$ cat config.mk
export PLATFORM = sky130hd
export DESIGN_NAME = mipsPipe
export DESIGN_NICKNAME = d
export VERILOG_FILES = /design/src/verilog/mipsPkg.sv /design/src/verilog/decodeStage.sv /design/src/verilog/executeStage.sv /design/src/verilog/fetchStage.sv /design/src/verilog/hazardUnit.sv /design/src/verilog/memWbStage.sv /design/src/verilog/mipsPipe.sv
export SDC_FILE = /design/constraint.sdc
export NUM_CORES = 2
export LEC_CHECK = 0
export ABC_AREA = 0
export BUFFER_PORTS_ARGS = -buffer_cell sky130_fd_sc_hd__buf_2
export CORE_ASPECT_RATIO = 1.1
export CORE_MARGIN = 2
export CORE_UTILIZATION = 50
export CTS_CLUSTER_DIAMETER = 100
export DETAILED_ROUTE_END_ITERATION = 10
export PLACE_DENSITY = 0.66
export SLEW_MARGIN = 10
export SYNTH_ARGS = -nofsm -noshare
export SYNTH_HDL_FRONTEND = slang
export SYNTH_SLANG_ARGS = --single-unit
$ cat constraint.sdc
create_clock -name clk -period 7.2 [get_ports clk]
set_input_delay 0.36 -clock clk [delete_from_list [all_inputs] [get_ports clk]]
set_output_delay 0.36 -clock clk [all_outputs]
set_load 0.005 [all_outputs]
$ cat src/verilog/mipsPkg.sv
/*
 * MIPS pipeline shared definitions
 * Widths, instruction encodings, ALU operations, pipeline register
 * layouts and instruction field helpers
 */
package mipsPkg;

    localparam int wordW = 32;
    localparam int regAddrW = 5;

    // Primary opcode field
    typedef enum logic [5:0] {
        opRType = 6'h00,
        opBeq   = 6'h04,
        opAddi  = 6'h08,
        opLw    = 6'h23,
        opSw    = 6'h2b,
        opHalt  = 6'h3f
    } opcodeE;

    // R-type funct field
    typedef enum logic [5:0] {
        fnAdd = 6'h20,
        fnSub = 6'h22,
        fnAnd = 6'h24,
        fnOr  = 6'h25,
        fnSlt = 6'h2a
    } functE;

    typedef enum logic [2:0] {aluAdd, aluSub, aluAnd, aluOr, aluSlt} aluOpE;

    // Coarse operation class chosen by decode, refined by funct in execute
    typedef enum logic [1:0] {classMemAdd, classBranchSub, classRFunct, classImmAdd} aluClassE;

    typedef enum logic [1:0] {fromReg, fromMem, fromWb} fwdSelE;

    typedef struct packed {
        logic     regWrite;
        logic     memToReg;
        logic     memRead;
        logic     memWrite;
        logic     branch;
        logic     aluSrc;
        logic     regDst;
        aluClassE aluClass;
    } ctrlT;

    typedef struct packed {
        logic [wordW-1:0] pc4;
        logic [wordW-1:0] instr;
    } ifIdT;

    typedef struct packed {
        ctrlT                ctrl;
        logic [wordW-1:0]    pc4;
        logic [wordW-1:0]    rsVal;
        logic [wordW-1:0]    rtVal;
        logic [wordW-1:0]    imm;
        logic [5:0]          funct;
        logic [regAddrW-1:0] rs;
        logic [regAddrW-1:0] rt;
        logic [regAddrW-1:0] rd;
    } idExT;

    typedef struct packed {
        logic                regWrite;
        logic                memToReg;
        logic                memRead;
        logic                memWrite;
        logic                branch;
        logic [wordW-1:0]    aluResult;
        logic                zero;
        logic [wordW-1:0]    storeData;
        logic [wordW-1:0]    branchTarget;
        logic [regAddrW-1:0] dstReg;
    } exMemT;

    typedef struct packed {
        logic                regWrite;
        logic                memToReg;
        logic [wordW-1:0]    readData;
        logic [wordW-1:0]    aluResult;
        logic [regAddrW-1:0] dstReg;
    } memWbT;

    typedef struct packed {
        logic             taken;
        logic [wordW-1:0] target;
    } redirectT;

    typedef struct packed {
        logic [wordW-1:0] addr;
        logic [wordW-1:0] wData;
        logic             we;
        logic             re;
    } dmemReqT;

    // Decodes as R-type with rd = 0, so nothing is written
    localparam logic [wordW-1:0] nopInstr = '0;

    function automatic opcodeE getOpcode(logic [wordW-1:0] instr);
        return opcodeE'(instr[31:26]);
    endfunction

    function automatic logic [regAddrW-1:0] getRs(logic [wordW-1:0] instr);
        return instr[25:21];
    endfunction

    function automatic logic [regAddrW-1:0] getRt(logic [wordW-1:0] instr);
        return instr[20:16];
    endfunction

    function automatic logic [regAddrW-1:0] getRd(logic [wordW-1:0] instr);
        return instr[15:11];
    endfunction

    function automatic logic [15:0] getImm(logic [wordW-1:0] instr);
        return instr[15:0];
    endfunction

    function automatic logic [5:0] getFunct(logic [wordW-1:0] instr);
        return instr[5:0];
    endfunction

    // rt is a source for R-type, store data and the BEQ compare
    function automatic logic readsRt(opcodeE op);
        return (op == opRType) || (op == opSw) || (op == opBeq);
    endfunction

endpackage
$ cat src/verilog/decodeStage.sv
/*
 * Decode stage
 * Control decode, register file with writeback bypass, sign extension,
 * the ID/EX register and the sticky halt flag
 */
module decodeStage (
    input  logic                clk,
    input  logic                rst,
    input  mipsPkg::ifIdT       ifId,
    input  logic                stall,
    input  mipsPkg::redirectT   redirect,
    input  mipsPkg::memWbT      memWb,
    input  logic [31:0]         wbValue,
    output mipsPkg::idExT       idEx,
    output logic                halted
);
    import mipsPkg::*;

    logic [wordW-1:0] regFile [32];

    opcodeE              op;
    ctrlT                ctrl;
    logic [regAddrW-1:0] rs;
    logic [regAddrW-1:0] rt;
    logic [wordW-1:0]    rsVal;
    logic [wordW-1:0]    rtVal;
    logic [wordW-1:0]    imm;
    logic                bubble;

    assign op = getOpcode(ifId.instr);
    assign rs = getRs(ifId.instr);
    assign rt = getRt(ifId.instr);
    assign imm = {{16{ifId.instr[15]}}, getImm(ifId.instr)};

    // Main control
    always_comb begin
        ctrl = '0;
        ctrl.aluClass = classMemAdd;
        case (op)
            opRType: begin
                ctrl.regWrite = 1'b1;
                ctrl.regDst = 1'b1;
                ctrl.aluClass = classRFunct;
            end
            opAddi: begin
                ctrl.regWrite = 1'b1;
                ctrl.aluSrc = 1'b1;
                ctrl.aluClass = classImmAdd;
            end
            opLw: begin
                ctrl.regWrite = 1'b1;
                ctrl.memToReg = 1'b1;
                ctrl.memRead = 1'b1;
                ctrl.aluSrc = 1'b1;
            end
            opSw: begin
                ctrl.memWrite = 1'b1;
                ctrl.aluSrc = 1'b1;
            end
            opBeq: begin
                ctrl.branch = 1'b1;
                ctrl.aluClass = classBranchSub;
            end
            // HALT and unknown opcodes do nothing
            default: ;
        endcase
    end

    // Register file write at the edge, r0 never written
    always_ff @(posedge clk) begin
        if (memWb.regWrite && memWb.dstReg != '0) begin
            regFile[memWb.dstReg] <= wbValue;
        end
    end

    // Reads see the value being written this cycle
    always_comb begin
        if (rs == '0) begin
            rsVal = '0;
        end else if (memWb.regWrite && memWb.dstReg == rs) begin
            rsVal = wbValue;
        end else begin
            rsVal = regFile[rs];
        end
        if (rt == '0) begin
            rtVal = '0;
        end else if (memWb.regWrite && memWb.dstReg == rt) begin
            rtVal = wbValue;
        end else begin
            rtVal = regFile[rt];
        end
    end

    // Bubble on load-use or RAW stall, on flush, and once halted
    assign bubble = stall || redirect.taken || halted;

    // Control and register numbers of ID/EX
    always_ff @(posedge clk) begin
        if (rst || bubble) begin
            idEx.ctrl <= '0;
            idEx.rs <= '0;
            idEx.rt <= '0;
            idEx.rd <= '0;
        end else begin
            idEx.ctrl <= ctrl;
            idEx.rs <= rs;
            idEx.rt <= rt;
            idEx.rd <= getRd(ifId.instr);
        end
    end

    // Payload of ID/EX
    always_ff @(posedge clk) begin
        idEx.pc4 <= ifId.pc4;
        idEx.rsVal <= rsVal;
        idEx.rtVal <= rtVal;
        idEx.imm <= imm;
        idEx.funct <= getFunct(ifId.instr);
    end

    // Sticky until reset, a flushed HALT does not count
    always_ff @(posedge clk) begin
        if (rst) begin
            halted <= 1'b0;
        end else if (op == opHalt && !redirect.taken) begin
            halted <= 1'b1;
        end
    end

endmodule

$ cat src/verilog/executeStage.sv
/*
 * Execute stage
 * ALU control, ALU, forwarding operand muxes, branch target
 * and the EX/MEM register
 */
module executeStage (
    input  logic                clk,
    input  logic                rst,
    input  mipsPkg::idExT       idEx,
    input  mipsPkg::fwdSelE     fwdA,
    input  mipsPkg::fwdSelE     fwdB,
    input  logic [31:0]         wbValue,
    input  mipsPkg::redirectT   redirect,
    output mipsPkg::exMemT      exMem
);
    import mipsPkg::*;

    aluOpE               aluOp;
    logic [wordW-1:0]    opA;
    logic [wordW-1:0]    rtFwd;
    logic [wordW-1:0]    opB;
    logic [wordW-1:0]    aluResult;
    logic [wordW-1:0]    branchTarget;
    logic [regAddrW-1:0] dstReg;

    // ALU control from class and funct
    always_comb begin
        case (idEx.ctrl.aluClass)
            classBranchSub: aluOp = aluSub;
            classRFunct: begin
                case (idEx.funct)
                    fnAdd:   aluOp = aluAdd;
                    fnSub:   aluOp = aluSub;
                    fnAnd:   aluOp = aluAnd;
                    fnOr:    aluOp = aluOr;
                    fnSlt:   aluOp = aluSlt;
                    default: aluOp = aluAdd;
                endcase
            end
            // Address and ADDI both add
            default: aluOp = aluAdd;
        endcase
    end

    // Operand A, newest producer first
    always_comb begin
        case (fwdA)
            fromMem: opA = exMem.aluResult;
            fromWb:  opA = wbValue;
            default: opA = idEx.rsVal;
        endcase
    end

    // rt value, also the store data
    always_comb begin
        case (fwdB)
            fromMem: rtFwd = exMem.aluResult;
            fromWb:  rtFwd = wbValue;
            default: rtFwd = idEx.rtVal;
        endcase
    end

    assign opB = idEx.ctrl.aluSrc ? idEx.imm : rtFwd;

    always_comb begin
        case (aluOp)
            aluSub:  aluResult = opA - opB;
            aluAnd:  aluResult = opA & opB;
            aluOr:   aluResult = opA | opB;
            aluSlt:  aluResult = {31'b0, $signed(opA) < $signed(opB)};
            default: aluResult = opA + opB;
        endcase
    end

    // Word offset relative to PC+4
    assign branchTarget = idEx.pc4 + {idEx.imm[wordW-3:0], 2'b00};
    // rd for R-type, rt for ADDI and LW
    assign dstReg = idEx.ctrl.regDst ? idEx.rd : idEx.rt;

    // Control of EX/MEM, cleared when a branch in memory is taken
    always_ff @(posedge clk) begin
        if (rst || redirect.taken) begin
            exMem.regWrite <= 1'b0;
            exMem.memToReg <= 1'b0;
            exMem.memRead <= 1'b0;
            exMem.memWrite <= 1'b0;
            exMem.branch <= 1'b0;
        end else begin
            exMem.regWrite <= idEx.ctrl.regWrite;
            exMem.memToReg <= idEx.ctrl.memToReg;
            exMem.memRead <= idEx.ctrl.memRead;
            exMem.memWrite <= idEx.ctrl.memWrite;
            exMem.branch <= idEx.ctrl.branch;
        end
    end

    // Payload of EX/MEM
    always_ff @(posedge clk) begin
        exMem.aluResult <= aluResult;
        exMem.zero <= (aluResult == '0);
        exMem.storeData <= rtFwd;
        exMem.branchTarget <= branchTarget;
        exMem.dstReg <= dstReg;
    end

endmodule

$ cat src/verilog/fetchStage.sv
/*
 * Fetch stage
 * Program counter and the IF/ID register
 */
module fetchStage #(
    parameter logic [31:0] resetPc = 32'h0000_0000
) (
    input  logic                clk,
    input  logic                rst,
    input  logic                stall,
    input  logic                halted,
    input  mipsPkg::redirectT   redirect,
    output logic [31:0]         imemAddr,
    input  logic [31:0]         imemData,
    output mipsPkg::ifIdT       ifId
);
    import mipsPkg::*;

    logic [wordW-1:0] pc;
    logic [wordW-1:0] pc4;

    assign pc4 = pc + wordW'(4);
    // Instruction memory answers in the same cycle
    assign imemAddr = pc;

    // Halt freezes fetch for good, a taken branch beats a stall
    always_ff @(posedge clk) begin
        if (rst) begin
            pc <= resetPc;
        end else if (!halted) begin
            if (redirect.taken) begin
                pc <= redirect.target;
            end else if (!stall) begin
                pc <= pc4;
            end
        end
    end

    always_ff @(posedge clk) begin
        if (rst) begin
            ifId <= '{pc4: '0, instr: nopInstr};
        end else if (!halted) begin
            if (redirect.taken) begin
                // Wrong-path instruction dropped
                ifId <= '{pc4: '0, instr: nopInstr};
            end else if (!stall) begin
                ifId <= '{pc4: pc4, instr: imemData};
            end
        end
    end

endmodule

$ cat src/verilog/hazardUnit.sv
/*
 * Hazard unit
 * Load-use and no-forwarding stall detection, operand forward selects
 */
module hazardUnit #(
    parameter bit forwardEn = 1'b1
) (
    input  mipsPkg::ifIdT       ifId,
    input  mipsPkg::idExT       idEx,
    input  mipsPkg::exMemT      exMem,
    input  mipsPkg::memWbT      memWb,
    output logic                stall,
    output mipsPkg::fwdSelE     fwdA,
    output mipsPkg::fwdSelE     fwdB
);
    import mipsPkg::*;

    logic [regAddrW-1:0] srcRs;
    logic [regAddrW-1:0] srcRt;
    logic                useRt;
    logic [regAddrW-1:0] exDst;
    logic                loadUse;
    logic                exRaw;
    logic                memRaw;

    // Source registers of the instruction in decode
    assign srcRs = getRs(ifId.instr);
    assign srcRt = getRt(ifId.instr);
    assign useRt = readsRt(getOpcode(ifId.instr));

    assign exDst = idEx.ctrl.regDst ? idEx.rd : idEx.rt;

    // Destination feeds a source of the instruction in decode
    // Register 0 never counts
    function automatic logic hits(logic [regAddrW-1:0] dst);
        return dst != '0 && (dst == srcRs || (useRt && dst == srcRt));
    endfunction

    // Memory stage is newer than writeback and wins
    function automatic fwdSelE pick(logic [regAddrW-1:0] src);
        if (exMem.regWrite && exMem.dstReg != '0 && exMem.dstReg == src) begin
            return fromMem;
        end else if (memWb.regWrite && memWb.dstReg != '0 && memWb.dstReg == src) begin
            return fromWb;
        end
        return fromReg;
    endfunction

    // Dependencies on the instructions in execute and memory
    always_comb begin
        loadUse = idEx.ctrl.memRead && hits(idEx.rt);
        exRaw = idEx.ctrl.regWrite && hits(exDst);
        memRaw = exMem.regWrite && hits(exMem.dstReg);
    end

    always_comb begin
        if (forwardEn) begin
            stall = loadUse;
            fwdA = pick(idEx.rs);
            fwdB = pick(idEx.rt);
        end else begin
            // Wait until the producer reaches writeback
            stall = exRaw || memRaw;
            fwdA = fromReg;
            fwdB = fromReg;
        end
    end

endmodule

$ cat src/verilog/memWbStage.sv
/*
 * Memory and writeback stage
 * Branch decision, MEM/WB register and the writeback value
 */
module memWbStage (
    input  logic                clk,
    input  logic                rst,
    input  mipsPkg::exMemT      exMem,
    input  logic [31:0]         dmemRData,
    output mipsPkg::memWbT      memWb,
    output logic [31:0]         wbValue,
    output mipsPkg::redirectT   redirect
);
    import mipsPkg::*;

    // BEQ taken when the compare came out equal
    assign redirect.taken = exMem.branch & exMem.zero;
    assign redirect.target = exMem.branchTarget;

    always_ff @(posedge clk) begin
        if (rst) begin
            memWb.regWrite <= 1'b0;
            memWb.memToReg <= 1'b0;
        end else begin
            memWb.regWrite <= exMem.regWrite;
            memWb.memToReg <= exMem.memToReg;
        end
    end

    // Data read is combinational, captured at the edge
    always_ff @(posedge clk) begin
        memWb.readData <= dmemRData;
        memWb.aluResult <= exMem.aluResult;
        memWb.dstReg <= exMem.dstReg;
    end

    // Loads take memory data, everything else the ALU result
    assign wbValue = memWb.memToReg ? memWb.readData : memWb.aluResult;

endmodule

$ cat src/verilog/mipsPipe.sv
/*
 * Five-stage MIPS pipeline top level
 * Connects fetch, decode, execute, memory/writeback and the hazard unit,
 * and exposes the instruction and data memory ports
 */
module mipsPipe #(
    parameter logic [31:0] resetPc = 32'h0000_0000,
    parameter bit forwardEn = 1'b1
) (
    input  logic                clk,
    input  logic                rst,
    output logic [31:0]         imemAddr,
    input  logic [31:0]         imemData,
    output mipsPkg::dmemReqT    dmemReq,
    input  logic [31:0]         dmemRData,
    output logic                halt
);
    import mipsPkg::*;

    // Pipeline registers between the stages
    ifIdT     ifId;
    idExT     idEx;
    exMemT    exMem;
    memWbT    memWb;

    // Cross-stage control
    redirectT         redirect;
    logic             stall;
    logic             halted;
    fwdSelE           fwdA;
    fwdSelE           fwdB;
    logic [wordW-1:0] wbValue;

    fetchStage #(
        .resetPc(resetPc)
    ) fetch_i (
        .clk(clk),
        .rst(rst),
        .stall(stall),
        .halted(halted),
        .redirect(redirect),
        .imemAddr(imemAddr),
        .imemData(imemData),
        .ifId(ifId)
    );

    decodeStage decode_i (
        .clk(clk),
        .rst(rst),
        .ifId(ifId),
        .stall(stall),
        .redirect(redirect),
        .memWb(memWb),
        .wbValue(wbValue),
        .idEx(idEx),
        .halted(halted)
    );

    executeStage execute_i (
        .clk(clk),
        .rst(rst),
        .idEx(idEx),
        .fwdA(fwdA),
        .fwdB(fwdB),
        .wbValue(wbValue),
        .redirect(redirect),
        .exMem(exMem)
    );

    memWbStage memWb_i (
        .clk(clk),
        .rst(rst),
        .exMem(exMem),
        .dmemRData(dmemRData),
        .memWb(memWb),
        .wbValue(wbValue),
        .redirect(redirect)
    );

    hazardUnit #(
        .forwardEn(forwardEn)
    ) hazard_i (
        .ifId(ifId),
        .idEx(idEx),
        .exMem(exMem),
        .memWb(memWb),
        .stall(stall),
        .fwdA(fwdA),
        .fwdB(fwdB)
    );

    // Memory stage drives data memory straight from EX/MEM
    assign dmemReq = '{
        addr:  exMem.aluResult,
        wData: exMem.storeData,
        we:    exMem.memWrite,
        re:    exMem.memRead
    };

    assign halt = halted;

endmodule

==> flow_summary_export.csv <==
group,metric,value,unit
clock_tree,cts_sinks,1433,
clock_tree,postCtsSetupRepairBufs,0,
die,core,0.135,mm2
clock_tree,cts.clk_slew.worst_paths,60,ps
clock_tree,numCtsBuffers,147,
die,io_pins,165,
clock_tree,clk_latency,790,ps
final_layout,final_cell_mix,"1024 x edfxtp_1, 456 x mux4_2, 397 x dfxtp_1",
pwr,p_leak,26.0,nW
die,fp.dieW,355,um
yosys,yosys.area_share.simple,6.24,%
final_layout,finish.utilization,56.6,%
clock_tree,cts_tree,"done",
global_route,grt_antenna_before_repair,3,
drt,via_count,44500,
final_layout,drive_gt1_share,22.2,%
critical_path,start_kind,"flop",
yosys,netlist_area,0.0679,mm2
run,cap_violations,0,
critical_path,critPathKind,"flop to flop",
drt,wl_per_cell,29.6,um
yosys,synth_adder_area_share,2.45,%
yosys,synth_cells,4855,
global_route,grt_pass1_vias,44500,
critical_path,rrSetupSlack,420,ps
global_route,grt-ovfl-total,0,
yosys,synth-seq-area-share,57.3,%
clock_tree,cts_buffer_depth,3,
final_layout,final_common_cell,"edfxtp_1",
yosys,yosys_warnings,0,
critical_path,r2r_end,"execute_i.exMem[69]",
global_route,grt_start_max_net_pins,111,
placement,dp_hpwl,123000,um
final_layout,areaGrowthSynthToFinish,12.2,%
final_layout,finalNetCount,5172,
critical_path,required,7900,ps
final_layout,n_antenna_cell,0,
hold_path,hold_path_end,"memWb_i.memWb[63]",
drt,wirelength,204000,um
timing,min_period,6780,ps
clock_tree,ctsHtreeMaxLevel,4,
yosys,syn-mean-instance-area,14.0,um2
drt,drcViolationCount,0,
die,die_h,391,um
placement,dp.cells,6549,
yosys,synth_mux_area_share,20.4,%
timing,drv_slew,0,
drt,vias_per_cell,6.47,
hold_path,hp-class,"input pin to flop",
yosys,synth_compound_area_share,9.10,%
hold_path,min_from,"dmemRData[26]",
global_route,grt_usage,29.3,%
timing,setup-tns-final,0,ps
final_layout,instances_no_fill,6879,
critical_path,crit_arrival,7490,ps
critical_path,cp_max_fo,32,
timing,slew_headroom,18.2,%
yosys,synthXorXnorAreaFrac,1.19,%
placement,io_buffer_count,164,
drt,first_pass_iters,5,
hold_path,min_path_cells,2,
global_route,grt_pass1_wl,298000,um
yosys,async_reset_ff_share,0,%
timing,min_period_over_period,94.2,%
die,dieArea,0.139,mm2
placement,routabilityCongestion,0.942,
yosys,synth_top_family_by_area,"multiplexers",
die,start_util,50.5,%
outcome,status,"complete, no violations",
timing,tightest_slew,1190,ps
timing,hold_viol,0,
critical_path,cp-end-kind,"flop",
pwr,p_per_area,293,mW/mm2
yosys,synthFlopType,"edfxtp_1",
yosys,yosysUniqueCellTypes,86,
timing,setup_violations,0,
timing,fmax,147,MHz
clock_tree,cts_root_buf,"clkbuf_16",
die,core.rowCount,141,
timing,rsz0062_at_grt,"no",
yosys,synth_edf_count,1024,
yosys,ys_seq_elements,1433,
drt,drt_iter0_drc,4767,
drt,antenna_left,0,
pwr,irDropWorstVdd,0.000268,V
timing,finalClockSkew,21.2,ps
critical_path,rr_startpoint,"memWb_i.memWb[4]",
critical_path,rr_worst_depth,21,
## what timing repair did
item                                   in CTS  in global routing
endpoints found under the hold margin      64                  0
setup endpoints to repair                   0                  2
hold buffers                               64                  0
gates resized for setup                     0                  2
## metrics by stage
| step | total power, mW | area [um2] | worst slack, ps | hold WS, ps |
|---|---|---|---|---|
| 2_1_floorplan | 13.1 | 68000 | 981 | 310 |
| 3_3_place_gp | 14.6 | 70700 | 388 | 310 |
| 3_5_place_dp | 14.7 | 70700 | 207 | 319 |
| 4_1_cts | 22.4 | 76200 | 172 | 149 |
| 5_1_grt | 23.1 | 76200 | 77.4 | 198 |
| 6_report | 22.3 | 76200 | 415 | 206 |
## worst max-delay path by stage
stage                           startpoint  cells after the start             endpoint
after global routing      memWb_i.memWb[4]                     20  execute_i.exMem[69]
after detailed placement  memWb_i.memWb[4]                     20  execute_i.exMem[69]
after global placement    memWb_i.memWb[4]                     20  execute_i.exMem[69]
after floorplan           memWb_i.memWb[4]                     22  execute_i.exMem[69]
after CTS                 memWb_i.memWb[4]                     20  execute_i.exMem[69]
final                     memWb_i.memWb[4]                     21  execute_i.exMem[69]
## critical path, stage by stage, from the launching register on
cell and delay (ps):
dfxtp_1 590, or3_1 380, o31ai_2 170, nor4_2 300, buf_4 320, buf_4 390, o21ai_0 160, o21ai_0 400
mux2i_1 220, ha_1 530, and4_1 310, nand4_1 100, a21oi_1 540, o21bai_1 250, a21boi_0 270, o21ai_0 150
a31oi_1 370, nand4_1 130, or4_1 580, nor4_2 200, nand4b_1 140, nor4_2 160
## kinds of logic after synthesis
family / count (synthesis)
flip-flops: 1433
AO/OA/AOI/OAI: 939
AND/OR/NAND/NOR: 921
multiplexers: 802
buffers and inverters: 536
adder cells (fa/ha/maj): 131
XOR/XNOR: 92
other: 1
## metal layers
metal | routed length [um] | track usage, % | up-vias
li1 | - | - | 19100
met1 | 78300 | 37.9 | 22800
met2 | 100000 | 48.7 | 2190
met3 | 17200 | 5.50 | 453
met4 | 7870 | 11.6 | 2
met5 | 13 | 0 | -
## report_power, final
group          leakage, nW  switching, mW  internal, mW
Sequential            12.6          0.371          10.1
Combinational         11.0           2.83          1.28
Clock                 2.36           3.26          4.47
Total                 26.0           6.46          15.9
## Yosys cell counts (13+ instances only)
cell type  instances  area share [%]
o211ai_1          51            0.56
nor2_1           337             1.9
edfxtp_1        1024              45
nor4_1            14            0.13
nand4_1           13            0.12
buf_1             69            0.38
dfxtp_1          409              12
a22o_1            32            0.41
nor2b_1           27            0.25
a221o_1           14            0.21
xor2_1            37            0.48
ha_1             128             2.4
and2_1            14            0.13
a21oi_1          217             1.6
clkbuf_1         269             1.5
mux2i_1          269             4.0
o21ai_0          215             1.6
nand2b_1          56            0.52
mux2_2            77             1.3
buf_4             68            0.75
a211oi_1          75            0.83
o221ai_1          40            0.52
and3_1            22            0.20
nand2_1          261             1.4
xnor2_1           55            0.71
nand3_1           62            0.46
mux4_2           456              15
nor3_1            47            0.35
a21o_1            32            0.35
inv_1            130            0.72
o21a_1            15            0.17
o22ai_1           76            0.70
a221oi_1          59            0.76
## registers in the layout, indices dropped and copies added (netlist names)
signal            cells
decode_i.halted       1
decode_i.idEx       135
decode_i.regFile   1024
execute_i.exMem     106
fetch_i.ifId         64
fetch_i.imemAddr     32
memWb_i.memWb        71
## area by class of cell
class | count | area, um2
fill | 10500 | 58400
clock inverter | 84 | 902
sequential | 1433 | 39000
inverter | 130 | 488
clock buffer | 182 | 3970
tap | 1787 | 2240
timing repair buffer | 346 | 2430
multi-input combinational | 2917 | 27200
(Power assumes the default switching activity.)
